[config.mk]
export PLATFORM = sky130hd
export DESIGN_NAME = aud_stream
export DESIGN_NICKNAME = d
export VERILOG_FILES = /design/src/source/aud_mem_pkg.sv /design/src/source/aud_sample_pkg.sv /design/src/source/aud_fetch.sv /design/src/source/aud_fifo.sv /design/src/source/aud_player.sv /design/src/source/aud_stream.sv
export SDC_FILE = /design/constraint.sdc
export NUM_CORES = 1
export LEC_CHECK = 0
export BUFFER_PORTS_ARGS = -buffer_cell sky130_fd_sc_hd__buf_4
export CORE_MARGIN = 2
export CORE_UTILIZATION = 60
export DETAILED_ROUTE_END_ITERATION = 12
export MAX_ROUTING_LAYER = met4
export PLACE_DENSITY = 0.79
export SYNTH_ARGS = -nofsm -noshare
export SYNTH_HDL_FRONTEND = slang
export SYNTH_SLANG_ARGS = --single-unit
[constraint.sdc]
create_clock -name clk_114 -period 4.5 [get_ports clk_114]
set_clock_uncertainty 0.1 [all_clocks]
set_input_delay 0.675 -clock clk_114 [delete_from_list [all_inputs] [get_ports clk_114]]
set_output_delay 0.675 -clock clk_114 [all_outputs]
set_load 0.05 [all_outputs]
[src/source/aud_mem_pkg.sv]
//////////////////////////////
// Audio stream memory side
// Word and address types, sample region location
// and burst size of the external memory port
//////////////////////////////

package aud_mem_pkg;

  // One memory data word
  typedef logic [15:0] mem_word_t;

  // Word address into external memory
  typedef logic [22:0] mem_addr_t;

  // Upper address bits of the sample region
  localparam logic [6:0] region_prefix = 7'b1101111;

  localparam int offset_bits = 16;  // Region offset width, wraps at 64K words

  localparam int burst_len = 4;     // Words returned per accepted request

endpackage

[src/source/aud_sample_pkg.sv]
//////////////////////////////
// Audio stream sample side
// DAC sample format, frame timing and FIFO sizing
//////////////////////////////

package aud_sample_pkg;

  // Offset binary DAC sample
  typedef logic [15:0] sample_t;

  localparam sample_t sample_mid = 16'h8000;  // Offset binary zero

  // clk_114 cycles per audio frame
  localparam int frame_period = 643;

  localparam int fifo_depth = 16;  // Words

  // Holds 0 to fifo_depth
  typedef logic [4:0] fifo_count_t;

endpackage

[src/source/aud_fetch.sv]
//////////////////////////////
// Audio fetch engine
// Walks the sample region in bursts and forwards
// each returned word to the FIFO
//////////////////////////////

module aud_fetch
  import aud_mem_pkg::*;
  import aud_sample_pkg::*;
(
  input  logic        clk_114,
  input  logic        reset,
  input  logic        enable,
  input  fifo_count_t fifo_free,
  output logic        mem_req,
  output mem_addr_t   mem_addr,
  input  logic        mem_ack,
  input  logic        mem_fill,
  input  mem_word_t   mem_data,
  output logic        push_valid,
  output mem_word_t   push_data
);

  logic [offset_bits-1:0]        offset;    // Next burst start in the region
  logic [$clog2(burst_len)-1:0]  word_cnt;  // Fill words seen in this burst
  logic                          busy;      // Burst accepted, words outstanding
  logic                          discard;   // Burst belongs to an abandoned stream
  logic                          accept;
  logic                          fill_in;
  logic                          last_word;
  logic                          room;

  assign accept    = mem_req && mem_ack;
  assign fill_in   = busy && mem_fill;
  assign last_word = word_cnt == ($clog2(burst_len))'(burst_len - 1);
  assign room      = fifo_free >= fifo_count_t'(burst_len);

  assign mem_addr   = {region_prefix, offset};
  assign push_valid = fill_in && enable && !discard;
  assign push_data  = mem_data;

  //////////////////////////////
  // Request side
  //////////////////////////////
  always_ff @(posedge clk_114) begin
    if (reset) begin
      mem_req <= 1'b0;
    end else if (!enable || accept) begin
      mem_req <= 1'b0;  // Drop a pending request when the stream stops
    end else if (!mem_req && !busy && room) begin
      mem_req <= 1'b1;
    end
  end

  //////////////////////////////
  // Burst tracking
  //////////////////////////////
  always_ff @(posedge clk_114) begin
    if (reset) begin
      busy     <= 1'b0;
      word_cnt <= '0;
      discard  <= 1'b0;
    end else begin
      if (accept) begin
        busy     <= 1'b1;
        word_cnt <= '0;
        discard  <= !enable;
      end else if (fill_in) begin
        word_cnt <= word_cnt + 1'b1;
        if (last_word) begin
          busy    <= 1'b0;
          discard <= 1'b0;
        end else if (!enable) begin
          discard <= 1'b1;
        end
      end else if (busy && !enable) begin
        discard <= 1'b1;  // Rest of this burst is dropped
      end
    end
  end

  // Offset wraps modulo the region size
  always_ff @(posedge clk_114) begin
    if (reset || !enable) begin
      offset <= '0;
    end else if (fill_in && last_word && !discard) begin
      offset <= offset + offset_bits'(burst_len);
    end
  end

endmodule

[src/source/aud_fifo.sv]
//////////////////////////////
// Audio word FIFO
// Circular buffer between fetch and player, with
// a free space count and a one cycle flush
//////////////////////////////

module aud_fifo
  import aud_mem_pkg::*;
  import aud_sample_pkg::*;
(
  input  logic        clk_114,
  input  logic        reset,
  input  logic        flush,
  input  logic        push_valid,
  output logic        push_ready,
  input  mem_word_t   push_data,
  output logic        pop_valid,
  input  logic        pop_ready,
  output mem_word_t   pop_data,
  output fifo_count_t free
);

  mem_word_t                      buffer [fifo_depth];
  logic [$clog2(fifo_depth)-1:0]  wr_ptr;
  logic [$clog2(fifo_depth)-1:0]  rd_ptr;
  fifo_count_t                    count;  // Words held
  logic                           push_en;
  logic                           pop_en;

  assign push_ready = count != fifo_count_t'(fifo_depth);
  assign pop_valid  = count != '0;
  assign pop_data   = buffer[rd_ptr];
  assign free       = fifo_count_t'(fifo_depth) - count;

  assign push_en = push_valid && push_ready && !flush;
  assign pop_en  = pop_valid && pop_ready && !flush;

  // Storage
  always_ff @(posedge clk_114) begin
    if (push_en) begin
      buffer[wr_ptr] <= push_data;
    end
  end

  //////////////////////////////
  // Pointers and occupancy
  //////////////////////////////
  always_ff @(posedge clk_114) begin
    if (reset || flush) begin
      wr_ptr <= '0;
      rd_ptr <= '0;
      count  <= '0;
    end else begin
      if (push_en) wr_ptr <= wr_ptr + 1'b1;  // Wraps with the depth
      if (pop_en) rd_ptr <= rd_ptr + 1'b1;
      case ({push_en, pop_en})
        2'b10:   count <= count + 1'b1;
        2'b01:   count <= count - 1'b1;
        default: count <= count;
      endcase
    end
  end

endmodule

[src/source/aud_player.sv]
//////////////////////////////
// Audio sample player
// Frame ticker that pops a left and a right word per
// frame and turns them into offset binary DAC samples
//////////////////////////////

module aud_player
  import aud_mem_pkg::*;
  import aud_sample_pkg::*;
(
  input  logic      clk_114,
  input  logic      reset,
  input  logic      enable,
  input  logic      pop_valid,
  output logic      pop_ready,
  input  mem_word_t pop_data,
  output sample_t   left_sample,
  output sample_t   right_sample,
  output logic      sample_strobe,
  output logic      underrun
);

  logic [$clog2(frame_period)-1:0] frame_ctr;
  logic                            frame_last;
  logic                            right_phase;  // Right pop cycle
  logic                            left_miss;
  sample_t                         left_next;    // Left sample waiting for its pair

  // Memory words are little endian two's complement
  function automatic sample_t to_dac(input mem_word_t w);
    return {~w[7], w[6:0], w[15:8]};
  endfunction

  assign frame_last = frame_ctr == ($clog2(frame_period))'(frame_period - 1);
  assign pop_ready  = enable && (frame_last || right_phase);

  //////////////////////////////
  // Frame timing
  //////////////////////////////
  always_ff @(posedge clk_114) begin
    if (reset || !enable) begin
      frame_ctr   <= '0;
      right_phase <= 1'b0;
    end else begin
      frame_ctr   <= frame_last ? '0 : frame_ctr + 1'b1;
      right_phase <= frame_last;  // Right word follows at count 0
    end
  end

  // Left word held until the right one arrives
  always_ff @(posedge clk_114) begin
    if (enable && frame_last) begin
      left_next <= pop_valid ? to_dac(pop_data) : left_sample;
    end
  end

  //////////////////////////////
  // Output pair
  //////////////////////////////
  always_ff @(posedge clk_114) begin
    if (reset || !enable) begin
      left_sample   <= sample_mid;
      right_sample  <= sample_mid;
      sample_strobe <= 1'b0;
      underrun      <= 1'b0;
      left_miss     <= 1'b0;
    end else begin
      sample_strobe <= right_phase;
      underrun      <= right_phase && (left_miss || !pop_valid);
      if (frame_last) left_miss <= !pop_valid;
      if (right_phase) begin
        left_sample <= left_next;
        if (pop_valid) right_sample <= to_dac(pop_data);  // Else hold last value
      end
    end
  end

endmodule

[src/source/aud_stream.sv]
//////////////////////////////
// Auxiliary audio stream top
// Fetch engine, word FIFO and sample player
//////////////////////////////

module aud_stream
  import aud_mem_pkg::*;
  import aud_sample_pkg::*;
(
  input  logic      clk_114,
  input  logic      reset,
  input  logic      enable,
  output logic      mem_req,
  output mem_addr_t mem_addr,
  input  logic      mem_ack,
  input  logic      mem_fill,
  input  mem_word_t mem_data,
  output sample_t   left_sample,
  output sample_t   right_sample,
  output logic      sample_strobe,
  output logic      underrun
);

  logic        push_valid;
  logic        push_ready;
  mem_word_t   push_data;
  logic        pop_valid;
  logic        pop_ready;
  mem_word_t   pop_data;
  fifo_count_t fifo_free;

  aud_fetch u_fetch (
    .clk_114(clk_114), .reset(reset), .enable(enable), .fifo_free(fifo_free),
    .mem_req(mem_req), .mem_addr(mem_addr), .mem_ack(mem_ack), .mem_fill(mem_fill),
    .mem_data(mem_data), .push_valid(push_valid), .push_data(push_data)
  );

  // FIFO empties whenever the stream is off
  aud_fifo u_fifo (
    .clk_114(clk_114), .reset(reset), .flush(!enable),
    .push_valid(push_valid), .push_ready(push_ready), .push_data(push_data),
    .pop_valid(pop_valid), .pop_ready(pop_ready), .pop_data(pop_data), .free(fifo_free)
  );

  aud_player u_player (
    .clk_114(clk_114), .reset(reset), .enable(enable),
    .pop_valid(pop_valid), .pop_ready(pop_ready), .pop_data(pop_data),
    .left_sample(left_sample), .right_sample(right_sample),
    .sample_strobe(sample_strobe), .underrun(underrun)
  );

endmodule

======== Word-level counts from Yosys, hierarchy flattened ========
Memory sizes are Yosys's and may differ from the RTL's. A register that Yosys moved wholly into a read port is not among the register bits.
Cells that the tools add are included.
word-level totals
  bits in registers ....................... 96
  bits in writable memories ............... 256
  input bits .............................. 21
  output and inout port bits .............. 58
  word-level logic and storage cells ...... 83
  memories kept ........................... 1
cells by class
  add/subtract/negate cells ............... 8
  $lt $le $gt $ge ......................... 1
  equality and inequality tests ........... 6
  muxes and demuxes ....................... 14
  bitwise operators ....................... 1
  reductions and logical operators ........ 36
memories
  memory         depth  width  rd ports  clocked after memory_dff  wr ports  line            RTL
  u_fifo.buffer  16     16     1         1                         1         aud_fifo.sv:23  mem_word_t buffer [fifo_depth];
operators with widths
  kind                                                                number
  adder 16 x 3 -> 16 bit (second input constant)                      1
  logical AND 1 bit                                                   16
  two-way mux 16 bit                                                  1
  adder 10 x 1 -> 10 bit (second input constant)                      1
  equality test 10 bit (second input constant)                        1
  two-way mux 1 bit                                                   10
  one-hot mux 5 bit (2 select lines)                                  1
  adder 4 x 1 -> 4 bit (second input constant)                        2
  two-way mux 4 bit                                                   2
  AND reduction 2 bit                                                 3
  nonzero test 2 bit                                                  3
  OR reduction 2 bit                                                  3
  adder 5 x 1 -> 5 bit (second input constant)                        1
  greater-or-equal comparator 5 x 3 -> 1 bit (second input constant)  1
  logical NOT 1 bit                                                   5
  != test 5 bit (second input constant)                               1
  nonzero test 5 bit                                                  1
  subtractor 5 x 1 -> 5 bit (second input constant)                   1
  subtractor 5 bit (first input constant)                             1
  equality test 2 bit (second input constant)                         2
  logical OR 1 bit                                                    4
  != test 4 x 3 -> 1 bit (second input constant)                      1
  nonzero test 3 bit                                                  1
  adder 2 x 1 -> 2 bit (second input constant)                        1
  other kinds (2)                                                     2

======== Logic depth before layout (Yosys ltp) ========
  depth after elaboration ................. 7
  mapped depth ............................ 15
  gate-level depth less buffers ........... 13

======== Hierarchy ========
Synthesis repeated with hierarchy kept, for this count alone.
unflattened totals
  cell total of the unflattened synthesis .. 859
  area total of the unflattened synthesis .. 14,432.6 sq um
by module, submodules not included
  module      instances  cells each  area an instance (sq um)  sequential area each (sq um)
  aud_fifo    1          502         10,913.0                  8,027.7
  aud_player  1          222         2,416.1                   1,401.3
  aud_fetch   1          134         1,099.8                   380.4
  aud_stream  1          1           3.8                       0.0

======== Worst setup path before layout ========
No wires, ideal clock.
  path type ............................... register to register
  start ................................... register u_fifo.count[1]
  end ..................................... memory u_fifo.buffer[3][0] (netlist bit) (enable)
  library setup time ...................... 0.409 ns
  arrival time ............................ 2.807 ns
  required time ........................... 3.991 ns
  setup slack ............................. 1.183 ns
  cell stages (with the launch flop) ...... 9
  path buffers ............................ 1
  clock period less this slack ............ 3.317 ns
  path through ............................ dfxtp_1 clkbuf_1 or3_1 nor2_1 ha_1 nand4b_1 nor2_1 nand2_1 nor3_1
between the ends
  word-level cells in the longest chain between the ends .. 5
ends and longest elaborated chain
  item                                     line            RTL
  from (decl)                              aud_fifo.sv:26  fifo_count_t count;
  from (signal assigned)                   aud_fifo.sv:57  2'b10: count <= count + 1'b1;
  from (signal assigned)                   aud_fifo.sv:58  2'b01: count <= count - 1'b1;
  from (signal assigned)                   aud_fifo.sv:59  default: count <= count;
  != test 5 bit                            aud_fifo.sv:30  assign push_ready = count != fifo_count_t'(fifo_depth);
  logical AND 1 bit (2 in a row)           aud_fifo.sv:35  assign push_en = push_valid && push_ready && !flush;
  two-way mux 1 bit                        aud_fifo.sv:40  if (push_en) begin
  two-way mux 1 bit (implied by the code)  aud_fifo.sv:41  buffer[wr_ptr] <= push_data;
  to (decl)                                aud_fifo.sv:23
Every way passes these cells.

======== Final worst setup path ========
  start ................................... register u_fifo.count[1]
  end ..................................... register u_fifo.count[3]
between the ends
  word-level cells in the longest chain between the ends .. 5
  elaborated cells on any way between the ends .. 12
  classes of those cells .................. add/sub: 2; eq/ne: 3; mux: 1; reduce/logical: 6
ends and longest elaborated chain
  item                                                                      line            RTL
  nonzero test 5 bit *                                                      aud_fifo.sv:31  assign pop_valid = count != '0;
  logical AND 1 bit * (2 in a row)                                          aud_fifo.sv:36  assign pop_en = pop_valid && pop_ready && !flush;
  via u_fifo.pop_en                                                         aud_fifo.sv:28  logic pop_en;
  equality test 2 x 1 -> 1 bit or equality test 2 bit (tied branches)       aud_fifo.sv:56  case ({push_en, pop_en})
  one-hot mux 5 bit (2 select lines) or nonzero test 2 bit (tied branches)  -
The timed path passes the listed nets; every way through them passes the cells marked *.
A chain may end at the register's enable or synchronous reset.

==> results.yml <==
status:
  status: "complete, no violations"
drt:
  dr.pass1.iters: 5
  vias: 7398
  routed_wl_um: 28200
  drt_iter0_markers: 742
  ant_nets: 0
  avgViaCountPerCell: 6.25
  detail_route.wl_per_cell_um: 23.9
  drc_errors: 0
cts:
  clkSinkCount: 354
  post_cts.repair.setup_buffers: 0
  clock_latency_ns: 0.52
  clk_path_buf_depth: 3
  clkTransAtPathRegs_ns: 0.06
  htree_levels: 2
  hold_buffers: 0
  cts_tree: "done"
  root_buffer: "clkbuf_16"
  cts_buffers: 36
  cts_resized: 0
yosys:
  netlist_area_um2: 13900
  syn_area_per_cell_um2: 17.9
  ys_types: 49
  netlist_instances: 778
  async_flop_share: 0
  yosysSeqAreaShare: 0.706
  synth_seq_cells: 354
  synth_edf_count: 272
  yosys_warnings: 0
  ys.flop_type: "edfxtp_1"
global_route:
  grt_overflow: 0
  grtUsageTotal: 0.246
  grt_pass1_vias: 7450
  grt_pass1_wl_um: 43000
  antenna_found_initial: 0
  grt_max_degree: 50
flow_run:
  drv_cap: 0
power:
  leakage_nw: 5.29
  p_per_area_nw_per_um2: 403
  ir_drop_v: 0.000325
place:
  dp_hpwl_um: 17200
  post_dp_cell_area_um2: 14800
  routabilityCongestion: 0.834
  port_buffers: 69
  dpl.cell_count: 1120
critical_path:
  cp.required_ns: 4.80
  worstPathMaxFanout: 18
  crit_path_max_incr_delay_ns: 0.45
  cp-start-kind: "flop"
  endpoint_kind: "flop"
  crit_buf_inv: 1
  rr_worst_depth: 12
  arrival_ns: 4.00
  cp_slowest_cell: "dfxtp_1"
  path_common_cell: "nor2_1"
  rrSetupSlack_ns: 0.80
  path_cells: "or3_1 > nor2_1 > ha_1 > inv_2 > nand2_1 > nor2_1 > ha_1 > nor2_1 > o21ai_0 > or4_1 > o211ai_1 > mux2_1"
  path_class: "reg2reg"
  crit_family: "simple AND/OR/NAND/NOR gates"
  worst-path-stages: 12
worst_hold_path:
  min_path_cells: 2
  min_path_type: "in2reg"
layout:
  fillers: 1401
  diodes: 0
  final_cells: 1184
  syn2layout_area_growth_pct: 13.9
  layout.nets: 907
  drive_gt1_frac: 0.255
  post-route-cell-area_um2: 15800
sta:
  hold_violations: 0
  setup_viol: 0
  post-route-period-util: 0.823
  fin_tns_setup_ns: 0
  max_freq_mhz: 270
  rsz0062_at_grt: "no"
  maxSlewViolCount: 0
  tightest_slew_ns: 1.10
  slew_headroom: 0.267
  period_needed_ns: 3.70
  whs_ns: 0.257
floorplanning:
  start_util: 0.612
  boundaryPins: 79
  die_y_um: 156
  die_area_um2: 24400
  row_count: 55
  fp.dieW_um: 156
  placeableCoreArea_um2: 22700
per-layer routing:
layer,vias up,track usage,wire length [um],part of all wire
met3,77,0.0418,2140,0.076
met4,0,0.0830,726,0.026
met1,3752,0.324,11300,0.40
li1,3208,-,-,-
met2,361,0.398,14100,0.50
met5,-,-,0,0
report_power, final:
part           switching (mW)  internal, mW
logic                  0.0743        0.0230
clock network            1.18          1.58
registers             0.00446          3.51
total                    1.26          5.12
cell families after synthesis:
| kind of cell | after synthesis | synth area share |
|---|---|---|
| flops | 354 | 0.706 |
| simple gates | 163 | 0.0545 |
| mux | 117 | 0.163 |
| buf+inv | 56 | 0.0241 |
| compound gates | 45 | 0.0226 |
| xor+xnor | 28 | 0.0176 |
| fa+ha+maj | 13 | 0.0117 |
| other cells | 2 | 0.000540 |
cells in the mapped netlist, drive strengths merged, types with 16 or more instances:
cell type | instances | area [um^2]
buf | 23 | 206
clkbuf | 20 | 80.1
mux2 | 16 | 206
edfxtp | 272 | 8170
dfxtp | 82 | 1640
xor2 | 16 | 140
mux2i | 21 | 210
nand2 | 29 | 109
a22o | 16 | 140
mux4 | 80 | 1850
nor2 | 78 | 293
per-stage QoR:
stage | util | worst slack, ns | power (mW)
floorplan | - | 1.18 | 3.64
global placement | 0.650 | 0.974 | 3.68
detailed placement | 0.650 | 0.811 | 3.68
CTS | 0.697 | 0.804 | 6.42
global route | 0.697 | 0.531 | 6.55
finish | 0.697 | 0.798 | 6.38
state kept, by name (all words and copies together), names as in the netlist, 2 cells and up, named ones only:
register               cells
u_fetch.offset            14
u_fetch.word_cnt           2
u_fifo.buffer            256
u_fifo.count               5
u_fifo.rd_ptr              4
u_fifo.wr_ptr              4
u_player.frame_ctr        10
u_player.left_next        16
u_player.left_sample      16
u_player.right_sample     16
worst reg2reg max path: stages (launching register included):
cell,delay (ns)
dfxtp_1,0.45
or3_1,0.17
nor2_1,0.07
ha_1,0.24
inv_2,0.36
nand2_1,0.29
nor2_1,0.38
ha_1,0.39
nor2_1,0.13
o21ai_0,0.12
or4_1,0.43
o211ai_1,0.12
mux2_1,0.34
final timing paths:
path / start / end
min reg2reg: u_fetch.word_cnt[1] / u_fetch.word_cnt[1]
min: reset / u_fetch.busy
max: u_fifo.count[1] / u_fifo.count[3]
max reg2reg: u_fifo.count[1] / u_fifo.count[3]
placed cells by master (no fill, tap or decap), types with 11 or more instances in the layout:
| cell | count |
|---|---|
| edfxtp_1 | 272 |
| buf_4 | 91 |
| dfxtp_1 | 80 |
| nor2_1 | 78 |
| mux4_2 | 66 |
| clkbuf_16 | 37 |
| nand2_1 | 29 |
| mux2i_1 | 21 |
| xor2_1 | 16 |
| a22o_1 | 16 |
| mux4_1 | 14 |
| ha_1 | 13 |
| inv_1 | 12 |
| xnor2_1 | 12 |
| a21oi_1 | 11 |
final cells by class:
type,count,area [um^2],share of cell area
sequential,354,9810,0.620
multi-input combinational,375,3810,0.240
clock buffer,45,966,0.0610
timing repair buffer,93,723,0.0457
tap,285,357,0.0225
clock inverter,19,118,0.00743
inverter,13,48.8,0.00308
(Power assumes the default switching activity.)
